--- config.mk ---
export PLATFORM = sky130hd
export DESIGN_NAME = scratch_ram_flat
export DESIGN_NICKNAME = d
export VERILOG_FILES = /design/src/hw/addr_gen_pkg.sv /design/src/hw/addr_gen_ifs.sv /design/src/hw/scratch_ram.sv /design/src/flat_wrapper.sv
export VERILOG_INCLUDE_DIRS = /design/src /design/src/hw
export SDC_FILE = /design/constraint.sdc
export NUM_CORES = 2
export LEC_CHECK = 0
export ABC_CLOCK_PERIOD_IN_PS = 3960
export BUFFER_PORTS_ARGS = -buffer_cell sky130_fd_sc_hd__buf_4
export CAP_MARGIN = 0
export CORE_MARGIN = 3
export CORE_UTILIZATION = 45
export CTS_BUF_LIST = sky130_fd_sc_hd__clkbuf_16
export CTS_CLUSTER_DIAMETER = 100
export DETAILED_ROUTE_END_ITERATION = 10
export PLACE_DENSITY = 0.62
export SLEW_MARGIN = 20
export SYNTH_ARGS = -nofsm -noshare
export SYNTH_HDL_FRONTEND = slang
export SYNTH_SLANG_ARGS = --single-unit
--- constraint.sdc ---
create_clock -name clk_i -period 3.96 [get_ports clk_i]
set_input_delay 0.396 -clock clk_i [delete_from_list [all_inputs] [get_ports clk_i]]
set_output_delay 0.396 -clock clk_i [all_outputs]
set_load 0.02 [all_outputs]
--- src/hw/addr_gen_consts.svh ---
`ifndef ADDR_GEN_CONSTS_SVH
`define ADDR_GEN_CONSTS_SVH

// Word address width, also the width of iteration counts and signed steps
`define ADDR_W 8

// Width of one scratchpad word
`define DATA_W 16

// Period and duty counters
`define PER_W 6

// Start delay counter
`define DELAY_W 5

// Number of words in the scratchpad
`define MEM_DEPTH 256

`endif

--- src/hw/addr_gen_pkg.sv ---
`include "addr_gen_consts.svh"

package addr_gen_pkg;

   typedef logic        [`ADDR_W-1:0]  addr_t;
   typedef logic signed [`ADDR_W-1:0]  step_t;
   typedef logic        [`PER_W-1:0]   per_t;
   typedef logic        [`DELAY_W-1:0] delay_t;
   typedef logic        [`DATA_W-1:0]  data_t;

   // Register map of one generator, selected by the configuration port
   typedef enum logic [3:0] {
      START, DUTY,
      PER1, INCR1, ITER1, SHIFT1,
      PER2, INCR2, ITER2, SHIFT2,
      PER3, INCR3, ITER3, SHIFT3,
      DELAY, IGNORE_FIRST
   } cfg_field_e;

   // Channel select for configuration writes
   typedef enum logic {
      CH_RD,
      CH_WR
   } chan_e;

endpackage

--- src/hw/addr_gen_ifs.sv ---


// Single-port scratchpad access, rdata follows a read enable by one cycle
interface ram_if;
   logic                en;
   logic                we;
   addr_gen_pkg::addr_t addr;
   addr_gen_pkg::data_t wdata;
   addr_gen_pkg::data_t rdata;

   modport ctrl (
      output en,
      output we,
      output addr,
      output wdata,
      input  rdata
   );

   modport mem (
      input  en,
      input  we,
      input  addr,
      input  wdata,
      output rdata
   );
endinterface

--- src/hw/scratch_ram.sv ---
`timescale 1ns/10ps
`include "addr_gen_consts.svh"

module scratch_ram (
   input logic clk_i,
   ram_if.mem  ram
);

   addr_gen_pkg::data_t mem [`MEM_DEPTH];

   // One port, so a write and a read never share a cycle
   always_ff @(posedge clk_i) begin
      if (ram.en) begin
         if (ram.we) begin
            mem[ram.addr] <= ram.wdata;
         end else begin
            ram.rdata <= mem[ram.addr];
         end
      end
   end

endmodule

--- src/flat_wrapper.sv ---
// flat-port wrapper written by rule: the top's interface ports become plain ports
module scratch_ram_flat 
  (clk_i, ram_en, ram_we, ram_addr, ram_wdata, ram_rdata);
  ram_if ram_i ();
  input logic clk_i;
  input wire logic [$bits(ram_i.en)-1:0] ram_en;
  input wire logic [$bits(ram_i.we)-1:0] ram_we;
  input wire logic [$bits(ram_i.addr)-1:0] ram_addr;
  input wire logic [$bits(ram_i.wdata)-1:0] ram_wdata;
  output wire logic [$bits(ram_i.rdata)-1:0] ram_rdata;
  assign ram_i.en = ram_en;
  assign ram_i.we = ram_we;
  assign ram_i.addr = ram_addr;
  assign ram_i.wdata = ram_wdata;
  assign ram_rdata = ram_i.rdata;
  scratch_ram u_core (.clk_i(clk_i), .ram(ram_i));
endmodule
-- After elaboration in Yosys (flattened, before gate mapping)
Memories as Yosys holds them, arrays and structs flattened. A register that Yosys moved wholly into a read port is not among the register bits.
Cells that the tools add are included.
W data, S select, Z words.
- reductions and logical operators: 1
- bitwise gates (word level): 1
- mux-type cells: 3
- operators with widths (operator ; number):
    $mux W1 ; 3
    $reduce_and A2 Y1 ; 1
    $not A1 Y1 ; 1
- word-level logic and storage cells: 6
- RAM bits: 4096
- flip-flop bits (word level): 0
- memories kept: 1
- output and inout bits: 16
- memories (name ; depth ; bits a word ; read ports ; clocked after Yosys merged registers in ; wr ports ; RTL line ; source):
    u_core.mem ; 256 ; 16 ; 1 ; 1 ; 1 ; scratch_ram.sv:9 ; addr_gen_pkg::data_t mem [`MEM_DEPTH];

-- Logic depth before layout (Yosys ltp)
- depth after elaboration: 3
- mapped depth: 9
- depth with buffers taken out: 5

-- Worst setup path after synthesis
No wires, ideal clock.
- path type: input to register
- start point: input port ram_addr[1]
- end point: memory u_core.mem[114][0] in the netlist's numbering (enable)
- buffers on the path: 5
- slack: 968 ps
- cell stages on the path: 9
- arrival: 2604 ps
- data required time: 3572 ps
- cell sequence: buf_4 -> buf_2 -> buf_2 -> buf_2 -> inv_1 -> nor3_1 -> nand2_1 -> buf_2 -> nor2_1
- RTL lines (element ; RTL line ; source):
    from (decl) ; flat_wrapper.sv:8 ; input wire logic [$bits(ram_i.addr)-1:0] ram_addr;
    to (decl) ; scratch_ram.sv:9 ;
No word-level cell before the write port.

==> flow_summary.yaml <==
status:
  status: "completed"
sta:
  report.final.slew_viol_count: 0
  fmax_mhz: 318
  timing.final.hold_violations: 0
  maxSlewHeadroom: 0.156
  tightest_slew_ps: 1270
  rsz0062_at_grt: "false"
  fin_crit_sh: 0.793
  period_needed_ps: 3140
  fin_skew_ps: 45.6
  setup_violations: 0
  fin_ws_ps: 820
yosys:
  yosysTopAreaCellShare: 0.795
  synth_fp_nets: 6734
  synth_top_area_cell: "edfxtp_1"
  syn_area_per_cell_um2: 23.2
  synthDistinctLibCells: 20
  ys_seq_area_frac: 0.795
  synthTopCellsByArea: "edfxtp_1 79%, mux4_2 15%, a22oi_1 2.5%"
  yosys_register_bits: 4112
  synth_warnings: 0
  syn_area_mm2: 0.155
  netlist_instances: 6707
global_routing:
  first_global_vias: 76424
  grt_pass1_wl_mm: 588
  track_usage: 0.232
  antenna_found_initial: 31
  grt_max_degree: 119
  grt_overflow: 0
place:
  gp_congestion: 0.831
  dp_hpwl_mm: 248
  place_worst_setup_slack_ps: -59.1
  port_buffers: 42
detailed_routing:
  vias_per_cell: 6.20
  wirelength_mm: 414
  drc: 0
  dr.pass1.iters: 6
  detail_route.wl_per_cell_um: 33.5
  ant_nets: 0
  dr_total_vias: 76518
  drt_iter0_markers: 10491
finish:
  layout_commonest_cell: "edfxtp_1"
  n_fill_cell: 26384
  final_cell_mix: "4112 x edfxtp_1, 1024 x mux4_2, 600 x buf_4, 512 x a22oi_1, 419 x clkbuf_16"
  synthToLayoutAreaGrowth_pct: 15.6
  nets: 7468
  final_layout_size_suffix_gt1_frac: 0.304
clock_network:
  cts_root_buf: "clkbuf_16"
  htree_levels: 5
  clock-sinks: 4112
  numCtsBuffers: 414
  cts_tree: "built"
  cts.path.max_buffers: 4
  cts.clk_slew.worst_paths_ps: 60
  clock_latency_ps: 950
hold_path:
  hold_class: "input pin to flop"
power:
  power.total_mw: 89.9
  leakage_nw: 56.1
  powerDensity_mw_per_mm2: 501
  peakVddDrop_uv: 389
worst_setup_path:
  worstSetupPathType: "input pin to flop"
  cp-start-kind: "input pin"
  crit_fanout: 31
  end_kind: "flop"
  critPathRequiredTime_ps: 4580
  arrival_ps: 3760
floorplanning:
  dieArea_mm2: 0.352
  rows: 215
  die_h_um: 594
  start_util: 0.453
  fp.dieW_um: 594
  io_pins: 43
  core-area_mm2: 0.343
job:
  drv_cap: 0
[critical path, stage by stage]
cell     delay, ps
buf_16         350
buf_12         250
buf_12         230
buf_4          220
mux4_2         540
a22oi_1        380
a21oi_1        120
o41ai_1       1020
nand4_1        150
[timing repair]
| action | in CTS | in global routing |
|---|---|---|
| gates resized for setup | 0 | 0 |
| hold buffers | 12 | 0 |
| endpoints found under the hold margin | 236 | 0 |
| buffers inserted | 0 | 0 |
[flip-flops by register name, summed over array words and instances, names as in the netlist]
signal            count
u_core.mem         4096
u_core.ram.rdata     16
[Yosys cell counts]
cell / number
a21oi_1: 256
a22oi_1: 512
and2_1: 2
buf_1: 38
buf_2: 87
buf_4: 24
buf_6: 9
clkbuf_1: 254
edfxtp_1: 4112
inv_1: 1
mux4_2: 1024
nand2_1: 30
nand2b_1: 2
nand3_1: 5
nand4_1: 16
nor2_1: 261
nor2b_1: 7
nor3_1: 2
o41ai_1: 64
or2_2: 1
[per-stage QoR]
| step | cell area, µm² | hold slack [ps] | std cells | utilization | TNS [ps] |
|---|---|---|---|---|---|
| final | 180000 | 79.1 | 12345 | 0.523 | 0 |
| after global routing | 180000 | 45.2 | 12335 | 0.523 | 0 |
| after CTS | 180000 | 21.9 | 12334 | 0.523 | 0 |
| after detailed placement | 166000 | 835 | 11570 | 0.485 | -114 |
| after global placement | 166000 | 825 | 11570 | 0.485 | -244 |
| after floorplan | 155000 | 495 | 6707 | - | 0 |
[area by class of cell]
| type | count | area [µm²] | share of cell area |
|---|---|---|---|
| sequential | 4112 | 123000 | 0.688 |
| multi-input combinational | 2182 | 30400 | 0.169 |
| clock buffer | 419 | 10500 | 0.0584 |
| timing repair buffer | 730 | 6910 | 0.0385 |
| tap | 4557 | 5700 | 0.0317 |
| clock inverter | 333 | 2580 | 0.0144 |
| antenna | 11 | 27.5 | 0.000153 |
| inverter | 1 | 3.75 | 0.0000209 |
[power by group]
group | leakage [nW] | internal [mW] | switching (mW)
clock | 6.72 | 21.4 | 16.3
sequential | 37.0 | 47.9 | 0.0363
combinational | 12.4 | 1.52 | 2.72
[path summary, 6_finish.rpt]
kind | startpoint | end | slack [ps] | depth (start not counted)
worst max-delay path | ram_addr[0] | u_core.ram.rdata[10] | 820 | 9
worst max register to register | u_core.mem[187][11] | u_core.ram.rdata[11] | 1030 | 6
worst min register to register | u_core.mem[181][8] | u_core.ram.rdata[8] | 1080 | 5
worst min-delay path | ram_wdata[11] | u_core.mem[17][11] | 80 | 1
[layer usage]
metal | global-route usage | wire length (µm) | up-vias
met4 | 0.0732 | 13600 | 10
li1 | - | - | 30462
met2 | 0.365 | 198000 | 3889
met5 | 0 | 68 | -
met1 | 0.332 | 164000 | 41532
met3 | 0.0437 | 38200 | 625
[cells by family after synthesis]
logic type             Yosys count  share of synthesized area
DFF                           4112                      0.795
muxes                         1024                      0.148
AOI/OAI and AO/OA              832                     0.0366
buffers and inverters          413                     0.0117
and+or+nand+nor                326                    0.00838
(Power assumes the default switching activity.)
