$ cat src/hw/addr_gen_consts.svh
`ifndef ADDR_GEN_CONSTS_SVH
`define ADDR_GEN_CONSTS_SVH

// Word address width, also the width of iteration counts and signed steps
`define ADDR_W 8

// Width of one scratchpad word
`define DATA_W 16

// Period and duty counters
`define PER_W 6

// Start delay counter
`define DELAY_W 5

// Number of words in the scratchpad
`define MEM_DEPTH 256

`endif

$ cat src/hw/addr_gen_pkg.sv
`include "addr_gen_consts.svh"

package addr_gen_pkg;

   typedef logic        [`ADDR_W-1:0]  addr_t;
   typedef logic signed [`ADDR_W-1:0]  step_t;
   typedef logic        [`PER_W-1:0]   per_t;
   typedef logic        [`DELAY_W-1:0] delay_t;
   typedef logic        [`DATA_W-1:0]  data_t;

   // Register map of one generator, selected by the configuration port
   typedef enum logic [3:0] {
      START, DUTY,
      PER1, INCR1, ITER1, SHIFT1,
      PER2, INCR2, ITER2, SHIFT2,
      PER3, INCR3, ITER3, SHIFT3,
      DELAY, IGNORE_FIRST
   } cfg_field_e;

   // Channel select for configuration writes
   typedef enum logic {
      CH_RD,
      CH_WR
   } chan_e;

endpackage

$ cat src/hw/addr_gen_ifs.sv
`timescale 1ns/10ps

// Address stream from a generator, one step per cycle with valid and ready both high
interface agen_if;
   logic                valid;
   addr_gen_pkg::addr_t addr;
   logic                store;
   logic                ready;

   modport gen (
      output valid,
      output addr,
      output store,
      input  ready
   );

   modport sink (
      input  valid,
      input  addr,
      input  store,
      output ready
   );
endinterface

// Single-port scratchpad access, rdata follows a read enable by one cycle
interface ram_if;
   logic                en;
   logic                we;
   addr_gen_pkg::addr_t addr;
   addr_gen_pkg::data_t wdata;
   addr_gen_pkg::data_t rdata;

   modport ctrl (
      output en,
      output we,
      output addr,
      output wdata,
      input  rdata
   );

   modport mem (
      input  en,
      input  we,
      input  addr,
      input  wdata,
      output rdata
   );
endinterface

$ cat src/hw/scratch_arbiter.sv
`timescale 1ns/10ps

module scratch_arbiter (
   input  logic                clk_i,
   input  logic                rst_i,
   agen_if.sink                rd_gen,
   agen_if.sink                wr_gen,
   input  addr_gen_pkg::data_t wr_data_i,
   output logic                wr_take_o,
   output logic                rd_valid_o,
   output addr_gen_pkg::data_t rd_data_o,
   ram_if.ctrl                 ram
);

   logic rd_req;
   logic wr_req;
   logic grant_rd;
   logic grant_wr;
   logic last_rd_q;
   logic rd_pend_q;

   // Only steps that store need the memory
   assign rd_req = rd_gen.valid && rd_gen.store;
   assign wr_req = wr_gen.valid && wr_gen.store;

   // On contention the channel that did not win last time goes first
   assign grant_rd = rd_req && (!wr_req || !last_rd_q);
   assign grant_wr = wr_req && (!rd_req || last_rd_q);

   // Gaps in the duty cycle complete at once and skip the RAM
   assign rd_gen.ready = !rd_gen.store || grant_rd;
   assign wr_gen.ready = !wr_gen.store || grant_wr;

   assign ram.en    = grant_rd || grant_wr;
   assign ram.we    = grant_wr;
   assign ram.addr  = grant_wr ? wr_gen.addr : rd_gen.addr;
   assign ram.wdata = wr_data_i;

   assign wr_take_o = grant_wr;

   always_ff @(posedge clk_i or posedge rst_i) begin
      if (rst_i) begin
         last_rd_q <= 1'b0;
      end else if (grant_rd || grant_wr) begin
         last_rd_q <= grant_rd;
      end
   end

   // Read data comes back one cycle after the grant
   always_ff @(posedge clk_i or posedge rst_i) begin
      if (rst_i) begin
         rd_pend_q <= 1'b0;
      end else begin
         rd_pend_q <= grant_rd;
      end
   end

   assign rd_valid_o = rd_pend_q;
   assign rd_data_o  = ram.rdata;

endmodule

$ cat src/flat_wrapper.sv
// flat-port wrapper written by rule: the top's interface ports become plain ports
module scratch_arbiter_flat 
  (clk_i, rst_i, wr_data_i, wr_take_o, rd_valid_o, rd_data_o, rd_gen_valid, rd_gen_addr, rd_gen_store, rd_gen_ready, wr_gen_valid, wr_gen_addr, wr_gen_store, wr_gen_ready, ram_en, ram_we, ram_addr, ram_wdata, ram_rdata);
  agen_if rd_gen_i ();
  agen_if wr_gen_i ();
  ram_if ram_i ();
  input  logic clk_i;
  input  logic rst_i;
  input  addr_gen_pkg::data_t wr_data_i;
  output logic wr_take_o;
  output logic rd_valid_o;
  output addr_gen_pkg::data_t rd_data_o;
  input wire logic [$bits(rd_gen_i.valid)-1:0] rd_gen_valid;
  input wire logic [$bits(rd_gen_i.addr)-1:0] rd_gen_addr;
  input wire logic [$bits(rd_gen_i.store)-1:0] rd_gen_store;
  output wire logic [$bits(rd_gen_i.ready)-1:0] rd_gen_ready;
  input wire logic [$bits(wr_gen_i.valid)-1:0] wr_gen_valid;
  input wire logic [$bits(wr_gen_i.addr)-1:0] wr_gen_addr;
  input wire logic [$bits(wr_gen_i.store)-1:0] wr_gen_store;
  output wire logic [$bits(wr_gen_i.ready)-1:0] wr_gen_ready;
  output wire logic [$bits(ram_i.en)-1:0] ram_en;
  output wire logic [$bits(ram_i.we)-1:0] ram_we;
  output wire logic [$bits(ram_i.addr)-1:0] ram_addr;
  output wire logic [$bits(ram_i.wdata)-1:0] ram_wdata;
  input wire logic [$bits(ram_i.rdata)-1:0] ram_rdata;
  assign rd_gen_i.valid = rd_gen_valid;
  assign rd_gen_i.addr = rd_gen_addr;
  assign rd_gen_i.store = rd_gen_store;
  assign rd_gen_ready = rd_gen_i.ready;
  assign wr_gen_i.valid = wr_gen_valid;
  assign wr_gen_i.addr = wr_gen_addr;
  assign wr_gen_i.store = wr_gen_store;
  assign wr_gen_ready = wr_gen_i.ready;
  assign ram_en = ram_i.en;
  assign ram_we = ram_i.we;
  assign ram_addr = ram_i.addr;
  assign ram_wdata = ram_i.wdata;
  assign ram_i.rdata = ram_rdata;
  scratch_arbiter u_core (.clk_i(clk_i), .rst_i(rst_i), .rd_gen(rd_gen_i), .wr_gen(wr_gen_i), .wr_data_i(wr_data_i), .wr_take_o(wr_take_o), .rd_valid_o(rd_valid_o), .rd_data_o(rd_data_o), .ram(ram_i));
endmodule
$ cat config.mk
export PLATFORM = sky130hd
export DESIGN_NAME = scratch_arbiter_flat
export DESIGN_NICKNAME = d
export VERILOG_FILES = /design/src/hw/addr_gen_pkg.sv /design/src/hw/addr_gen_ifs.sv /design/src/hw/scratch_arbiter.sv /design/src/flat_wrapper.sv
export VERILOG_INCLUDE_DIRS = /design/src /design/src/hw
export SDC_FILE = /design/constraint.sdc
export NUM_CORES = 1
export LEC_CHECK = 0
export ABC_AREA = 1
export ABC_CLOCK_PERIOD_IN_PS = 2600
export BUFFER_PORTS_ARGS = -buffer_cell sky130_fd_sc_hd__buf_2
export CORE_MARGIN = 10
export CORE_UTILIZATION = 26
export DETAILED_ROUTE_END_ITERATION = 7
export PLACE_DENSITY_LB_ADDON = 0.3
export SLEW_MARGIN = 20
export SYNTH_ARGS = -nofsm -noshare
export SYNTH_HDL_FRONTEND = slang
export SYNTH_SLANG_ARGS = --single-unit
export TNS_END_PERCENT = 50
$ cat constraint.sdc
create_clock -name clk_i -period 2.6 [get_ports clk_i]
set_input_delay 0 -clock clk_i [delete_from_list [all_inputs] [get_ports clk_i]]
set_output_delay 0 -clock clk_i [all_outputs]
set_load 0.05 [all_outputs]
# Yosys cells after proc, flatten, opt, wreduce, memory -nomap -nowiden
# Cells that the tools add are included.
# op_classes
muxes,1
reduce_logical,14
# ops
operator,count
$mux W8,1
$logic_not A1 Y1,5
$logic_or A1 B1 Y1,5
$logic_and A1 B1 Y1,4
# totals
elab_cells,17
register_bits,2
out_inout_bits,46
input_bits,54

# Logic depth before layout (Yosys ltp)
# logic_depth
ltp_word,5
depth_mapped,5

# Worst setup path before layout
# Ideal clock, no wire load.
# synth_path
path_kind,reg-to-output
startpoint,reg u_core.last_rd_q
endpoint,out wr_take_o
path_stages_with_launch,6
path_slack_ps,1424
arrival_ps,1176
required_ps,2600
path_buffers,1
cell_sequence,dfrtp_1 -> inv_1 -> nand3_4 -> nand2_4 -> inv_1 -> buf_4
# synth_via
elab_chain_cells,2
# synth_rtl
element,line_no,rtl
"start, declared",scratch_arbiter.sv:19,logic last_rd_q;
"start signal, assigned",scratch_arbiter.sv:45,last_rd_q <= grant_rd;
$logic_or A1 B1 Y1,scratch_arbiter.sv:28,assign grant_wr = wr_req && (!rd_req || last_rd_q);
$logic_and A1 B1 Y1,scratch_arbiter.sv:28,
"end, declared",flat_wrapper.sv:10,output logic wr_take_o;
# Every way passes these cells.

# Final worst setup path
# layout_path
startpoint,reg u_core.last_rd_q
endpoint,out ram_addr[0]
# layout_via
elab_chain_cells,3
# layout_rtl
element,line_no,rtl
$logic_or A1 B1 Y1,scratch_arbiter.sv:28,
$logic_and A1 B1 Y1,scratch_arbiter.sv:28,
$mux W8,scratch_arbiter.sv:36,assign ram.addr = grant_wr ? wr_gen.addr : rd_gen.addr;
"end, declared",flat_wrapper.sv:23,output wire logic [$bits(ram_i.addr)-1:0] ram_addr;
# Every way passes these cells.

==> metrics.txt <==
Clk Latency, worst-skew pair=0.22 ns; Die ar.=3970 um^2; crit path launch=u_core.last_rd_q; Slowest Stage Delay on Critical Path=0.35 ns; Syn Nets=128; Initial Utilization=27.6%; worst slew pin tran=0.258 ns; run status=complete, no violations; Global Route Usage Sum=6.68%; Final Setup Violations=0; TritonCTS clock tree=done; crit path DAT=1.37 ns; cells along the critical path=inv_1, nand3_4, nand2_4, nand2_1, nand2_1, buf_2; Via density=4.06; vias in the first global route=516; unrepaired setup endpoints after global routing=false; Final nets=136; Die Y-Extent=63.0 um; Final TNS setup=0 ns; largest net degree at the start of global routing=11; PortBufs=35; Fill cells=207; n_diodes=0; CTS max path bufs=2; pwr/cell area=495 nW/um^2; Register Area=50.0 um^2; critical path depth in cells=6; Fin. Hold Viols=0; sequential fraction of the synthesis area=10.4%; HPWL after DPL=1190 um; top post-synthesis cells by area=buf_4 51%, nand2_1 16%, dfrtp_1 10%; Top Ports=100; area added between synthesis and finish=-1.82%; fraction of layout cells with a size suffix above 1=52.5%; slowest stage cell, crit path=dfrtp_1; Routed WL=1390 um; Netlist Area Pre-Place=482 um^2; initial DRC count=4; most instantiated cells after synthesis=33 x buf_4, 20 x nand2_1, 8 x nand3_1; max-cap viol count=0; Die Span X=63.0 um; Worst path top cell family by delay=simple AND/OR/NAND/NOR gates; first-pass GRT wire length=2220 um; area leader, netlist=buf_4; P_leak=0.318 nW; FMAX=729 MHz; Reg2Reg Depth=3; area of the multi-input gates=160 um^2; worst setup path end=ram_addr[0]; Tightest Hold Check Type=input port to output pin; Worst VDD drop=294 uV; initial antenna violation count=0; total CTS buffers=3; endpoint type of the worst setup path=output pin; Clock Skew=0.00323 ns; Buf/Inv on CP=2; total power=234 uW; Mapped Cells=74; Placer Congestion=0.600; critical path class=flip-flop to output pin; relative slew slack=82.9%; vias after detailed routing=426; crit path max fanout=10; top-area cell type share of the netlist area=51.4%; H-tree levels=1; Clock Tree Root=clkbuf_4; clk sinks=2; Detail Route Antenna Nets=0; wire per inst=13.3 um; Netlist cell types=10; max-slew violations=0; Req. time, crit path=2.60 ns; register bit total from synthesis=2; area of the core=1750 um^2; Post-synth ARST share=100%; post-route core utilization=27.1%; clk slew on worst S/H paths=0.03 ns; worst r2r src=u_core.last_rd_q; Final Cycle Share=52.7%; Overflow after GRT=0; most common cell in the netlist=buf_4; most used cell, CP=nand2_1; final worst path period need=1.37 ns; top_reg_cell synth=dfrtp_1; remaining routing DRC violations=0; Ys Warns=0; CP Launch Type=flip-flop; setup slack, reg-to-reg=1.79 ns; post-CTS setup buffers=0; std cell rows=15; drt first pass iters=3; Post-synth EDFFs=0; worst r2r dst=u_core.last_rd_q; Syn Area/Cell=6.51 um^2
[placed cells by master, fill, tap and decap left out]
cell type / netlist / layout
buf_2: 0 / 35
nand2_1: 20 / 20
nand3_1: 8 / 8
inv_1: 5 / 5
clkbuf_4: 0 / 3
o21ai_0: 2 / 2
dfrtp_1: 2 / 2
nand2_2: 1 / 1
clkinv_2: 1 / 1
nand3_4: 1 / 1
nand2_4: 1 / 1
dlygate4sd3_1: 0 / 1
[layout make-up]
type	instances	area share, %
clock buffer	3	4.76
multi-input combinational	33	33.9
timing repair buffer	36	39.2
sequential	2	10.6
inverter	6	5.03
tap	25	6.61
[what timing repair did]
action,4_1_cts,5_1_grt
endpoints found under the hold margin,2,0
hold buffers,1,0
resized for setup,0,0
[metrics by stage]
step | area, um^2 | instances | hold slack, ns | setup slack (ns)
after global placement | 440 | 101 | -0.146 | 1.47
after CTS | 473 | 105 | 0.000341 | 1.20
final | 473 | 105 | 0.0000176 | 1.23
after global routing | 473 | 105 | 0.0000718 | 1.11
after detailed placement | 440 | 101 | -0.149 | 1.44
after floorplan | 482 | 74 | -0.259 | 1.42
[per-layer routing]
layer  up-vias  wire length, um  track usage, %
li1        208                -               -
met1       164              542            6.05
met2        40              533            9.77
met3        14              246            4.48
met4         0               69            6.42
met5         -                0               0
[report_power, final]
group          internal [mW]  switching [mW]
Combinational         0.0344          0.0974
Clock                 0.0508          0.0156
Sequential            0.0353        0.000866
Total                  0.120           0.114
[cells by family (layout without fill, tap and decap cells)]
| family | Yosys count | count (layout) | synth area share (%) |
|---|---|---|---|
| buf+inv | 39 | 45 | 56.4 |
| compound gates | 2 | 2 | 2.08 |
| flops | 2 | 2 | 10.4 |
| simple gates | 31 | 31 | 31.2 |
[sequential cells by signal, indices dropped and copies added (netlist names)]
signal and count:
u_core.rd_valid_o 1, u_core.last_rd_q 1
[worst min path at each step]
stage                  start                end  depth (start not counted)
4_1_cts         wr_data_i[0]       ram_wdata[0]                          0
3_3_place_gp           rst_i  u_core.rd_valid_o                          2
3_5_place_dp           rst_i   u_core.last_rd_q                          2
5_1_grt        wr_data_i[13]      ram_wdata[13]                          0
6_report        ram_rdata[5]       rd_data_o[5]                          0
2_1_floorplan          rst_i   u_core.last_rd_q                          1
No activity file was read; power rests on OpenSTA's default activity.
