$ cat config.mk
export PLATFORM = sky130hd
export DESIGN_NAME = loop_addr_gen_flat
export DESIGN_NICKNAME = d
export VERILOG_FILES = /design/src/hw/addr_gen_pkg.sv /design/src/hw/addr_gen_ifs.sv /design/src/hw/loop_addr_gen.sv /design/src/flat_wrapper.sv
export VERILOG_INCLUDE_DIRS = /design/src /design/src/hw
export SDC_FILE = /design/constraint.sdc
export NUM_CORES = 1
export LEC_CHECK = 0
export BUFFER_PORTS_ARGS = -buffer_cell sky130_fd_sc_hd__buf_2
export CAP_MARGIN = 10
export CELL_PAD_IN_SITES_DETAIL_PLACEMENT = 1
export CELL_PAD_IN_SITES_GLOBAL_PLACEMENT = 1
export CORE_MARGIN = 2
export CORE_UTILIZATION = 54
export DETAILED_ROUTE_END_ITERATION = 8
export GPL_ROUTABILITY_DRIVEN = 1
export PLACE_DENSITY_LB_ADDON = 0.1
export SYNTH_ARGS = -nofsm -noshare
export SYNTH_HDL_FRONTEND = slang
export SYNTH_SLANG_ARGS = --single-unit
$ cat constraint.sdc
create_clock -name clk_i -period 10.5 [get_ports clk_i]
set_clock_uncertainty 0.05 [all_clocks]
set_input_delay 1.05 -clock clk_i [delete_from_list [all_inputs] [get_ports clk_i]]
set_output_delay 1.05 -clock clk_i [all_outputs]
set_load 0.01 [all_outputs]
$ cat src/hw/addr_gen_consts.svh
`ifndef ADDR_GEN_CONSTS_SVH
`define ADDR_GEN_CONSTS_SVH

// Word address width, also the width of iteration counts and signed steps
`define ADDR_W 8

// Width of one scratchpad word
`define DATA_W 16

// Period and duty counters
`define PER_W 6

// Start delay counter
`define DELAY_W 5

// Number of words in the scratchpad
`define MEM_DEPTH 256

`endif

$ cat src/hw/addr_gen_pkg.sv
`include "addr_gen_consts.svh"

package addr_gen_pkg;

   typedef logic        [`ADDR_W-1:0]  addr_t;
   typedef logic signed [`ADDR_W-1:0]  step_t;
   typedef logic        [`PER_W-1:0]   per_t;
   typedef logic        [`DELAY_W-1:0] delay_t;
   typedef logic        [`DATA_W-1:0]  data_t;

   // Register map of one generator, selected by the configuration port
   typedef enum logic [3:0] {
      START, DUTY,
      PER1, INCR1, ITER1, SHIFT1,
      PER2, INCR2, ITER2, SHIFT2,
      PER3, INCR3, ITER3, SHIFT3,
      DELAY, IGNORE_FIRST
   } cfg_field_e;

   // Channel select for configuration writes
   typedef enum logic {
      CH_RD,
      CH_WR
   } chan_e;

endpackage

$ cat src/hw/addr_gen_ifs.sv
`timescale 1ns/10ps

// Address stream from a generator, one step per cycle with valid and ready both high
interface agen_if;
   logic                valid;
   addr_gen_pkg::addr_t addr;
   logic                store;
   logic                ready;

   modport gen (
      output valid,
      output addr,
      output store,
      input  ready
   );

   modport sink (
      input  valid,
      input  addr,
      input  store,
      output ready
   );
endinterface


$ cat src/hw/loop_addr_gen.sv
`timescale 1ns/10ps
`include "addr_gen_consts.svh"

module loop_addr_gen (
   input  logic                     clk_i,
   input  logic                     rst_i,
   input  logic                     cfg_we_i,
   input  addr_gen_pkg::cfg_field_e cfg_field_i,
   input  addr_gen_pkg::addr_t      cfg_data_i,
   input  logic                     run_i,
   output logic                     done_o,
   agen_if.gen                      agen
);

   // Configuration registers
   addr_gen_pkg::addr_t  start_r;
   addr_gen_pkg::per_t   duty_r;
   addr_gen_pkg::per_t   per1_r, per2_r, per3_r;
   addr_gen_pkg::step_t  incr1_r, incr2_r, incr3_r;
   addr_gen_pkg::addr_t  iter1_r, iter2_r, iter3_r;
   addr_gen_pkg::step_t  shift1_r, shift2_r, shift3_r;
   addr_gen_pkg::delay_t delay_r;
   logic                 ignore_first_r;

   // Loop state
   addr_gen_pkg::delay_t delay_cnt;
   addr_gen_pkg::per_t   per1_q, per2_q, per3_q;
   addr_gen_pkg::addr_t  iter1_q, iter2_q, iter3_q;
   addr_gen_pkg::addr_t  addr_q, addr2_q, addr3_q;
   logic                 valid_q;
   logic                 ignore_q;
   logic                 done_q;

   logic per1_wrap, iter1_wrap;
   logic per2_wrap, iter2_wrap;
   logic per3_wrap, iter3_wrap;

   addr_gen_pkg::addr_t l2_incr, l2_shift;
   addr_gen_pkg::addr_t l3_incr, l3_shift;

   always_ff @(posedge clk_i or posedge rst_i) begin
      if (rst_i) begin
         start_r        <= '0;
         duty_r         <= '0;
         per1_r         <= '0;
         incr1_r        <= '0;
         iter1_r        <= '0;
         shift1_r       <= '0;
         per2_r         <= '0;
         incr2_r        <= '0;
         iter2_r        <= '0;
         shift2_r       <= '0;
         per3_r         <= '0;
         incr3_r        <= '0;
         iter3_r        <= '0;
         shift3_r       <= '0;
         delay_r        <= '0;
         ignore_first_r <= 1'b0;
      end else if (cfg_we_i) begin
         case (cfg_field_i)
            addr_gen_pkg::START:        start_r        <= cfg_data_i;
            addr_gen_pkg::DUTY:         duty_r         <= cfg_data_i[`PER_W-1:0];
            addr_gen_pkg::PER1:         per1_r         <= cfg_data_i[`PER_W-1:0];
            addr_gen_pkg::INCR1:        incr1_r        <= cfg_data_i;
            addr_gen_pkg::ITER1:        iter1_r        <= cfg_data_i;
            addr_gen_pkg::SHIFT1:       shift1_r       <= cfg_data_i;
            addr_gen_pkg::PER2:         per2_r         <= cfg_data_i[`PER_W-1:0];
            addr_gen_pkg::INCR2:        incr2_r        <= cfg_data_i;
            addr_gen_pkg::ITER2:        iter2_r        <= cfg_data_i;
            addr_gen_pkg::SHIFT2:       shift2_r       <= cfg_data_i;
            addr_gen_pkg::PER3:         per3_r         <= cfg_data_i[`PER_W-1:0];
            addr_gen_pkg::INCR3:        incr3_r        <= cfg_data_i;
            addr_gen_pkg::ITER3:        iter3_r        <= cfg_data_i;
            addr_gen_pkg::SHIFT3:       shift3_r       <= cfg_data_i;
            addr_gen_pkg::DELAY:        delay_r        <= cfg_data_i[`DELAY_W-1:0];
            addr_gen_pkg::IGNORE_FIRST: ignore_first_r <= cfg_data_i[0];
            default:                    ;
         endcase
      end
   end

   // A counter wraps on its last value; a programmed zero behaves as one
   assign per1_wrap  = (per1_r == '0) || ((per1_q + 1'b1) == per1_r);
   assign iter1_wrap = (iter1_r == '0) || ((iter1_q + 1'b1) == iter1_r);
   assign per2_wrap  = (per2_r == '0) || ((per2_q + 1'b1) == per2_r);
   assign iter2_wrap = (iter2_r == '0) || ((iter2_q + 1'b1) == iter2_r);
   assign per3_wrap  = (per3_r == '0) || ((per3_q + 1'b1) == per3_r);
   assign iter3_wrap = (iter3_r == '0) || ((iter3_q + 1'b1) == iter3_r);

   // Outer levels restart from their saved base, wrapping modulo the address space
   assign l2_incr  = addr2_q + incr2_r;
   assign l2_shift = addr2_q + shift2_r;
   assign l3_incr  = addr3_q + incr3_r;
   assign l3_shift = addr3_q + shift3_r;

   always_ff @(posedge clk_i or posedge rst_i) begin
      if (rst_i) begin
         delay_cnt <= '0;
         per1_q    <= '0;
         per2_q    <= '0;
         per3_q    <= '0;
         iter1_q   <= '0;
         iter2_q   <= '0;
         iter3_q   <= '0;
         addr_q    <= '0;
         addr2_q   <= '0;
         addr3_q   <= '0;
         valid_q   <= 1'b0;
         ignore_q  <= 1'b0;
         done_q    <= 1'b1;
      end else if (run_i) begin
         // Valid rises DELAY cycles after the pulse, at least one
         delay_cnt <= (delay_r == '0) ? '0 : delay_r - 1'b1;
         valid_q   <= (delay_r <= `DELAY_W'd1);
         per1_q    <= '0;
         per2_q    <= '0;
         per3_q    <= '0;
         iter1_q   <= '0;
         iter2_q   <= '0;
         iter3_q   <= '0;
         addr_q    <= start_r;
         addr2_q   <= start_r;
         addr3_q   <= start_r;
         ignore_q  <= ignore_first_r;
         done_q    <= 1'b0;
      end else if (delay_cnt != '0) begin
         delay_cnt <= delay_cnt - 1'b1;
         valid_q   <= (delay_cnt == `DELAY_W'd1);
      end else if (valid_q && agen.ready) begin
         // The innermost counter that has not reached its end takes the step
         if (!per1_wrap) begin
            if (agen.store) begin
               addr_q <= addr_q + incr1_r;
            end
            per1_q <= per1_q + 1'b1;
         end else if (!iter1_wrap) begin
            if (!ignore_q) begin
               addr_q <= addr_q + shift1_r;
            end
            per1_q   <= '0;
            iter1_q  <= iter1_q + 1'b1;
            ignore_q <= 1'b0;
         end else if (!per2_wrap) begin
            if (!ignore_q) begin
               addr_q  <= l2_incr;
               addr2_q <= l2_incr;
            end
            per1_q   <= '0;
            iter1_q  <= '0;
            per2_q   <= per2_q + 1'b1;
            ignore_q <= 1'b0;
         end else if (!iter2_wrap) begin
            if (!ignore_q) begin
               addr_q  <= l2_shift;
               addr2_q <= l2_shift;
            end
            per1_q   <= '0;
            iter1_q  <= '0;
            per2_q   <= '0;
            iter2_q  <= iter2_q + 1'b1;
            ignore_q <= 1'b0;
         end else if (!per3_wrap) begin
            if (!ignore_q) begin
               addr_q  <= l3_incr;
               addr2_q <= l3_incr;
               addr3_q <= l3_incr;
            end
            per1_q   <= '0;
            iter1_q  <= '0;
            per2_q   <= '0;
            iter2_q  <= '0;
            per3_q   <= per3_q + 1'b1;
            ignore_q <= 1'b0;
         end else if (!iter3_wrap) begin
            if (!ignore_q) begin
               addr_q  <= l3_shift;
               addr2_q <= l3_shift;
               addr3_q <= l3_shift;
            end
            per1_q   <= '0;
            iter1_q  <= '0;
            per2_q   <= '0;
            iter2_q  <= '0;
            per3_q   <= '0;
            iter3_q  <= iter3_q + 1'b1;
            ignore_q <= 1'b0;
         end else begin
            // Final step of every level
            valid_q <= 1'b0;
            done_q  <= 1'b1;
         end
      end
   end

   assign agen.valid = valid_q;
   assign agen.addr  = addr_q;
   assign agen.store = (per1_q < duty_r) && !ignore_q;
   assign done_o     = done_q;

endmodule

$ cat src/flat_wrapper.sv
// flat-port wrapper written by rule: the top's interface ports become plain ports
module loop_addr_gen_flat 
  (clk_i, rst_i, cfg_we_i, cfg_field_i, cfg_data_i, run_i, done_o, agen_valid, agen_addr, agen_store, agen_ready);
  agen_if agen_i ();
  input  logic clk_i;
  input  logic rst_i;
  input  logic cfg_we_i;
  input  addr_gen_pkg::cfg_field_e cfg_field_i;
  input  addr_gen_pkg::addr_t cfg_data_i;
  input  logic run_i;
  output logic done_o;
  output wire logic [$bits(agen_i.valid)-1:0] agen_valid;
  output wire logic [$bits(agen_i.addr)-1:0] agen_addr;
  output wire logic [$bits(agen_i.store)-1:0] agen_store;
  input wire logic [$bits(agen_i.ready)-1:0] agen_ready;
  assign agen_valid = agen_i.valid;
  assign agen_addr = agen_i.addr;
  assign agen_store = agen_i.store;
  assign agen_i.ready = agen_ready;
  loop_addr_gen u_core (.clk_i(clk_i), .rst_i(rst_i), .cfg_we_i(cfg_we_i), .cfg_field_i(cfg_field_i), .cfg_data_i(cfg_data_i), .run_i(run_i), .done_o(done_o), .agen(agen_i));
endmodule
* Word level (Yosys, flattened, before mapping)
Cells that the tools add are included.
** Word-level totals
- Register bits :: 184
- Output and inout port bits :: 11
- Logic and storage cells :: 242
** Cells by class
- Add/sub/neg operators :: 14
- Order comparisons :: 2
- Eq/ne operators :: 31
- Muxes and demuxes :: 105
- Reductions and logical operators :: 61
** Operators with widths (number)
- $mux W8 :: 52
- $mux W6 :: 23
- $add A8 B8 Y8 :: 6
- $eq A4 B4 Y1 const B :: 8
- $reduce_and A2 Y1 :: 16
- $mux W1 :: 27
- $add A8 B1 Y8 const B :: 3
- $eq A8 B8 Y1 :: 3
- $logic_not A8 Y1 :: 3
- $reduce_and A8 Y1 :: 3
- $reduce_bool A3 Y1 :: 8
- $add A6 B1 Y6 const B :: 3
- $eq A6 B6 Y1 :: 3
- $logic_not A6 Y1 :: 3
- $eq A4 B3 Y1 const B :: 4
- $reduce_bool A2 Y1 :: 8
- $mux W5 :: 3
- $reduce_and A7 Y1 :: 2
- $reduce_and A6 Y1 :: 2
- $reduce_and A5 Y1 :: 2
- $sub A5 B1 Y5 const B :: 2
- $eq A4 B2 Y1 const B :: 2
- $ne A7 B7 Y1 const B :: 1
- $logic_or A1 B1 Y1 :: 6
- 16 further kinds :: 20

* Depth between registers and ports, before layout
- Word-level depth :: 12
- Gate-level depth with buffers :: 19

* Least setup slack after synthesis
Ideal clock, no wire load.
- Kind :: register -> register
- Start :: reg u_core.per3_q[0]
- End :: reg u_core.addr3_q[7]
- Library setup time :: 125 ps
- Arrival :: 4233 ps
- Required time :: 10325 ps
- Setup slack :: 6092 ps
- Stages on the path, launching flop included :: 19
- Buffers on the path :: 1
- Cell sequence :: dfrtp_1 > ha_1 > nand3_1 > or3b_2 > o31ai_1 > a31oi_1 > or2_2 > buf_2 > mux2_2 > ha_1 > and3_1 > a2111oi_0 > o21bai_1 > a21o_1 > a21oi_1 > xnor2_1 > xor2_1 > o21bai_1 > mux2_2
** On the way
- Longest elaborated chain between the ends :: 11
** RTL lines
- start: declaration :: line loop_addr_gen.sv:27 : addr_gen_pkg::per_t per1_q, per2_q, per3_q;
- start signal: assignment :: line loop_addr_gen.sv:172 : per3_q <= per3_q + 1'b1;
- $add A6 B1 Y6 * :: line loop_addr_gen.sv:87 : assign per3_wrap = (per3_r == '0) || ((per3_q + 1'b1) == per3_r);
- $eq A6 B6 Y1 * :: line loop_addr_gen.sv:87
- $logic_or A1 B1 Y1 * :: line loop_addr_gen.sv:87
- $mux W8 :: line loop_addr_gen.sv:162 : end else if (!per3_wrap) begin
- $mux W8 :: line loop_addr_gen.sv:152 : end else if (!iter2_wrap) begin
- $mux W8 :: line loop_addr_gen.sv:143 : end else if (!per2_wrap) begin
- $mux W8 :: line loop_addr_gen.sv:136 : end else if (!iter1_wrap) begin
- $mux W8 :: line loop_addr_gen.sv:131 : if (!per1_wrap) begin
- $mux W8 :: line loop_addr_gen.sv:129 : end else if (valid_q && agen.ready) begin
- $mux W8 :: line loop_addr_gen.sv:126 : end else if (delay_cnt != '0) begin
- $mux W8 :: line loop_addr_gen.sv:111 : end else if (run_i) begin
- end signal: assignment :: line loop_addr_gen.sv:123 : addr3_q <= start_r;
- end signal: assignment :: line loop_addr_gen.sv:166 : addr3_q <= l3_incr;
- end signal: assignment :: line loop_addr_gen.sv:178 : addr3_q <= l3_shift;
- end: declaration :: line loop_addr_gen.sv:29 : addr_gen_pkg::addr_t addr_q, addr2_q, addr3_q;
Every way passes the cells marked *; elsewhere a longest branch is shown, timed or not. The select of a mux whose other input is x is not followed.
A chain may end at the register's enable or synchronous reset.

* Worst setup path in the final report
Ends and elaborated chain as after synthesis.

==> impl_results.md <==
- I/O pin total: 28
- RR Startpoint: u_core.per3_q[0]$_DFFE_PP0P_
- Outcome: finished, final reports clean
- Share of cells above drive strength 1: 19.07%
- Peak VDD IR: about 130 uV
- Final hold violations: 0
- Required @ worst endpoint: 10.77 ns
- #FFs+latches synth: ~180
- Post-synth top area cell: dfrtp_1
- Crit path DAT: 5.21 ns
- GRT overflow: 0
- DR WL/cell: between 20 and 25 um
- DRC viols: 0
- Row cnt: 52
- Most common cell in the netlist: dfrtp_1
- Period utilization: 47.02%
- Post-Syn Nets: 1176
- Nets@finish: 1179
- Hold path start: u_core.addr3_q[0]$_DFFE_PP0P_
- Final ANT Viol Nets: 0
- Syn avg cell area: 10.13 um2
- RSZ-0062 raised after global routing: no
- Final setup vio count: 0
- Clock root cell: clkbuf_16
- LEAKAGE: about 0.0052 uW
- Mapped cell area: 11150 um2
- Warnings from Yosys: 0
- CP startpoint kind: flip-flop
- Clock network power share: 24.7%
- FFs w/ async S/R, synth: 100.0%
- Distinct cells, synth: 88
- Setup TNS Final: 0 ns
- Via-to-Cell Ratio: between 6 and 7
- Critical path class: reg2reg
- Synth Instances: between 1k and 1.5k
- Initial core utilization: 55.10%
- Switching power: 1044 uW
- Top_reg_cell synth: dfrtp_1
- Hold Path Class: reg2reg
- Cell Int Power: 1721 uW
- DPL Wire Length: between 20000 and 25000 um
- Comb power frac: 38.8%
- Clk_lat worst skew: 0.45 ns
- Vias in the first global route: 9139
- Max Fclk: 0.2025 GHz
- CTS Hold Bufs: 0
- Post-synth top area share: 41.07%
- Util after Layout: 59.60%
- Worst path max stage delay: 0.48 ns
- Max Slew Vio Count: 0
- Crit. Startpoint: u_core.per3_q[0]$_DFFE_PP0P_
- Antenna violations before repair: 1
- GRT Total Usage: 29.44%
- Slew @ Worst Pin: 1.020 ns
- CP max FO: 11
- Core Region: 20230 um2
- Via count: 8449
- First-pass detailed-route iteration total: 4
- Relative slew slack: 31.98%
- Switching Share: 37.74%
- P per Cell Area: 229.2 nW/um2
- Clock tree buffer depth: 2
- Min cycle time layout: roughly 4.9 ns
- Largest net degree at the start of global routing: about 110
- Max_cap viols: 0
- Worst-path cell chain: ha_1 > nand3_1 > or3b_2 > o31ai_1 > a31oi_1 > or2_2 > mux2_2 > ha_1 > and3_1 > a2111oi_0 > o21bai_1 > a21o_1 > a21oi_1 > xnor2_1 > xor2_1 > o21bai_1 > mux2_2
- Seq pwr share: 36.4%
- Height of the die: 147.7 um
- Seq/Total Area, Yosys: 41.31%
- Kind of end point of the critical path: flip-flop
- Die area: 21810 um2
- Die X: 147.7 um
- TritonCTS clock tree: done
- Port bufs: 27
- FILL cells: 2220
- Top post-synthesis cells by area: dfrtp_1 (41%), mux2_2 (12%), ha_1 (5.9%)
- Detailed-route wire length: ~30000 um
- Initial DRC count: 319
- Area grow syn2layout: 8.170%
- Worst-path clk slew: 0.07 ns
- Post-CTS setup buffer count: 0
- Slowest CP cell: or3b_2
- EDFF count, synth: 0
- H-tree levels: 4
- Synth top cells by count: dfrtp_1 (183), mux2_2 (115), nor2_1 (88)
- Final Wtd Congestion: 0.8142
- Total CTS buffers: 17
- PostCTS Resize Cnt: 0
- First-pass GRT wire length: between 40000 and 50000 um
- # clock sinks: 184
[kinds of logic (layout without fill, tap and decap cells)]
kind of cell    count (synthesis)  count (layout)  share of synthesized area, %
other cells                     0               1                             0
compound gates                236             236                         14.21
mux                           123             123                         12.33
buf+inv                        84             100                         3.344
simple gates                  327             327                         14.84
fa+ha+maj                      59              59                         6.935
flops                         184             184                         41.31
xor+xnor                       88              88                         7.036
[through the flow]
step	hold slack (ns)	instance area, um2	worst slack [ns]	cells	total power, uW
floorplan	0.4038	11150	4.401	1101	1784
global placement	0.4264	11440	5.812	1355	2020
detailed placement	0.4333	11440	5.668	1355	2070
CTS	0.4578	12060	5.593	1387	2779
global route	0.4787	12060	5.165	1388	2950
finish	0.4562	12060	5.563	1388	2765
[area by class of cell]
type                            count  area (um2)  share of cell area (%)
Timing Repair Buffer               33       180.2                   1.494
Inverter                           35       138.9                   1.152
Clock buffer                       17       425.4                   3.527
Clock inverter                     15       188.9                   1.567
Multi-Input combinational cell    833        6181                   51.25
Tap cell                          270       337.8                   2.801
Sequential cell                   184        4606                   38.19
Antenna cell                        1       2.502                 0.02075
[layout by cell type (no fill, tap or decap), types with 15 or more instances in the layout]
cell type and instances:
xnor2_1 55, a21oi_1 48, buf_2 27, nand2_1 86
xor2_1 32, mux2_2 115, clkbuf_16 17, inv_1 34
o21ai_0 64, ha_1 53, nor3_1 25, a21o_1 17
nand3_1 29, nor2_1 88, nand2b_1 15, dfrtp_1 183
[critical path: cells and delay by family, from the launching register on]
| kind | cells | cell delay, ns |
|---|---|---|
| AO/OA/AOI/OAI | 7 | 1.38 |
| XOR/XNOR | 2 | 0.44 |
| adder cells (fa/ha/maj) | 2 | 0.59 |
| flip-flops | 1 | 0.46 |
| multiplexers | 2 | 0.62 |
| AND/OR/NAND/NOR | 4 | 1.27 |
[power groups by stage]
stage	logic (uW)	clock network [uW]	registers, uW
after floorplan	812	0	972
after CTS	1070	699	1010
after global routing	1200	724	1030
after detailed placement	1050	0	1020
final	1070	684	1010
after global placement	1010	0	1010
[path summary, 6_finish.rpt]
check / end / slack, ns / cells past startpoint
worst min-delay path: u_core.addr3_q[0]$_DFFE_PP0P_ / 0.46 / 2
min in group asynchronous: u_core.shift1_r[1]$_DFFE_PP0P_ / 0.70 / 2
worst max register to register: u_core.addr3_q[7]$_DFFE_PP0P_ / 5.56 / 17
worst min register to register: u_core.addr3_q[0]$_DFFE_PP0P_ / 0.46 / 2
max in group asynchronous: u_core.shift3_r[3]$_DFFE_PP0P_ / 8.17 / 3
worst max-delay path: u_core.addr3_q[7]$_DFFE_PP0P_ / 5.56 / 17
[metal layers]
layer	share of wire (%)	GRT usage [%]	vias up
met4	1.6	8.510	0
met2	51	50.40	111
li1	-	-	3948
met3	3.2	4.691	34
met5	0	0	-
met1	44	38.84	4356
No activity file was read; power rests on OpenSTA's default activity.
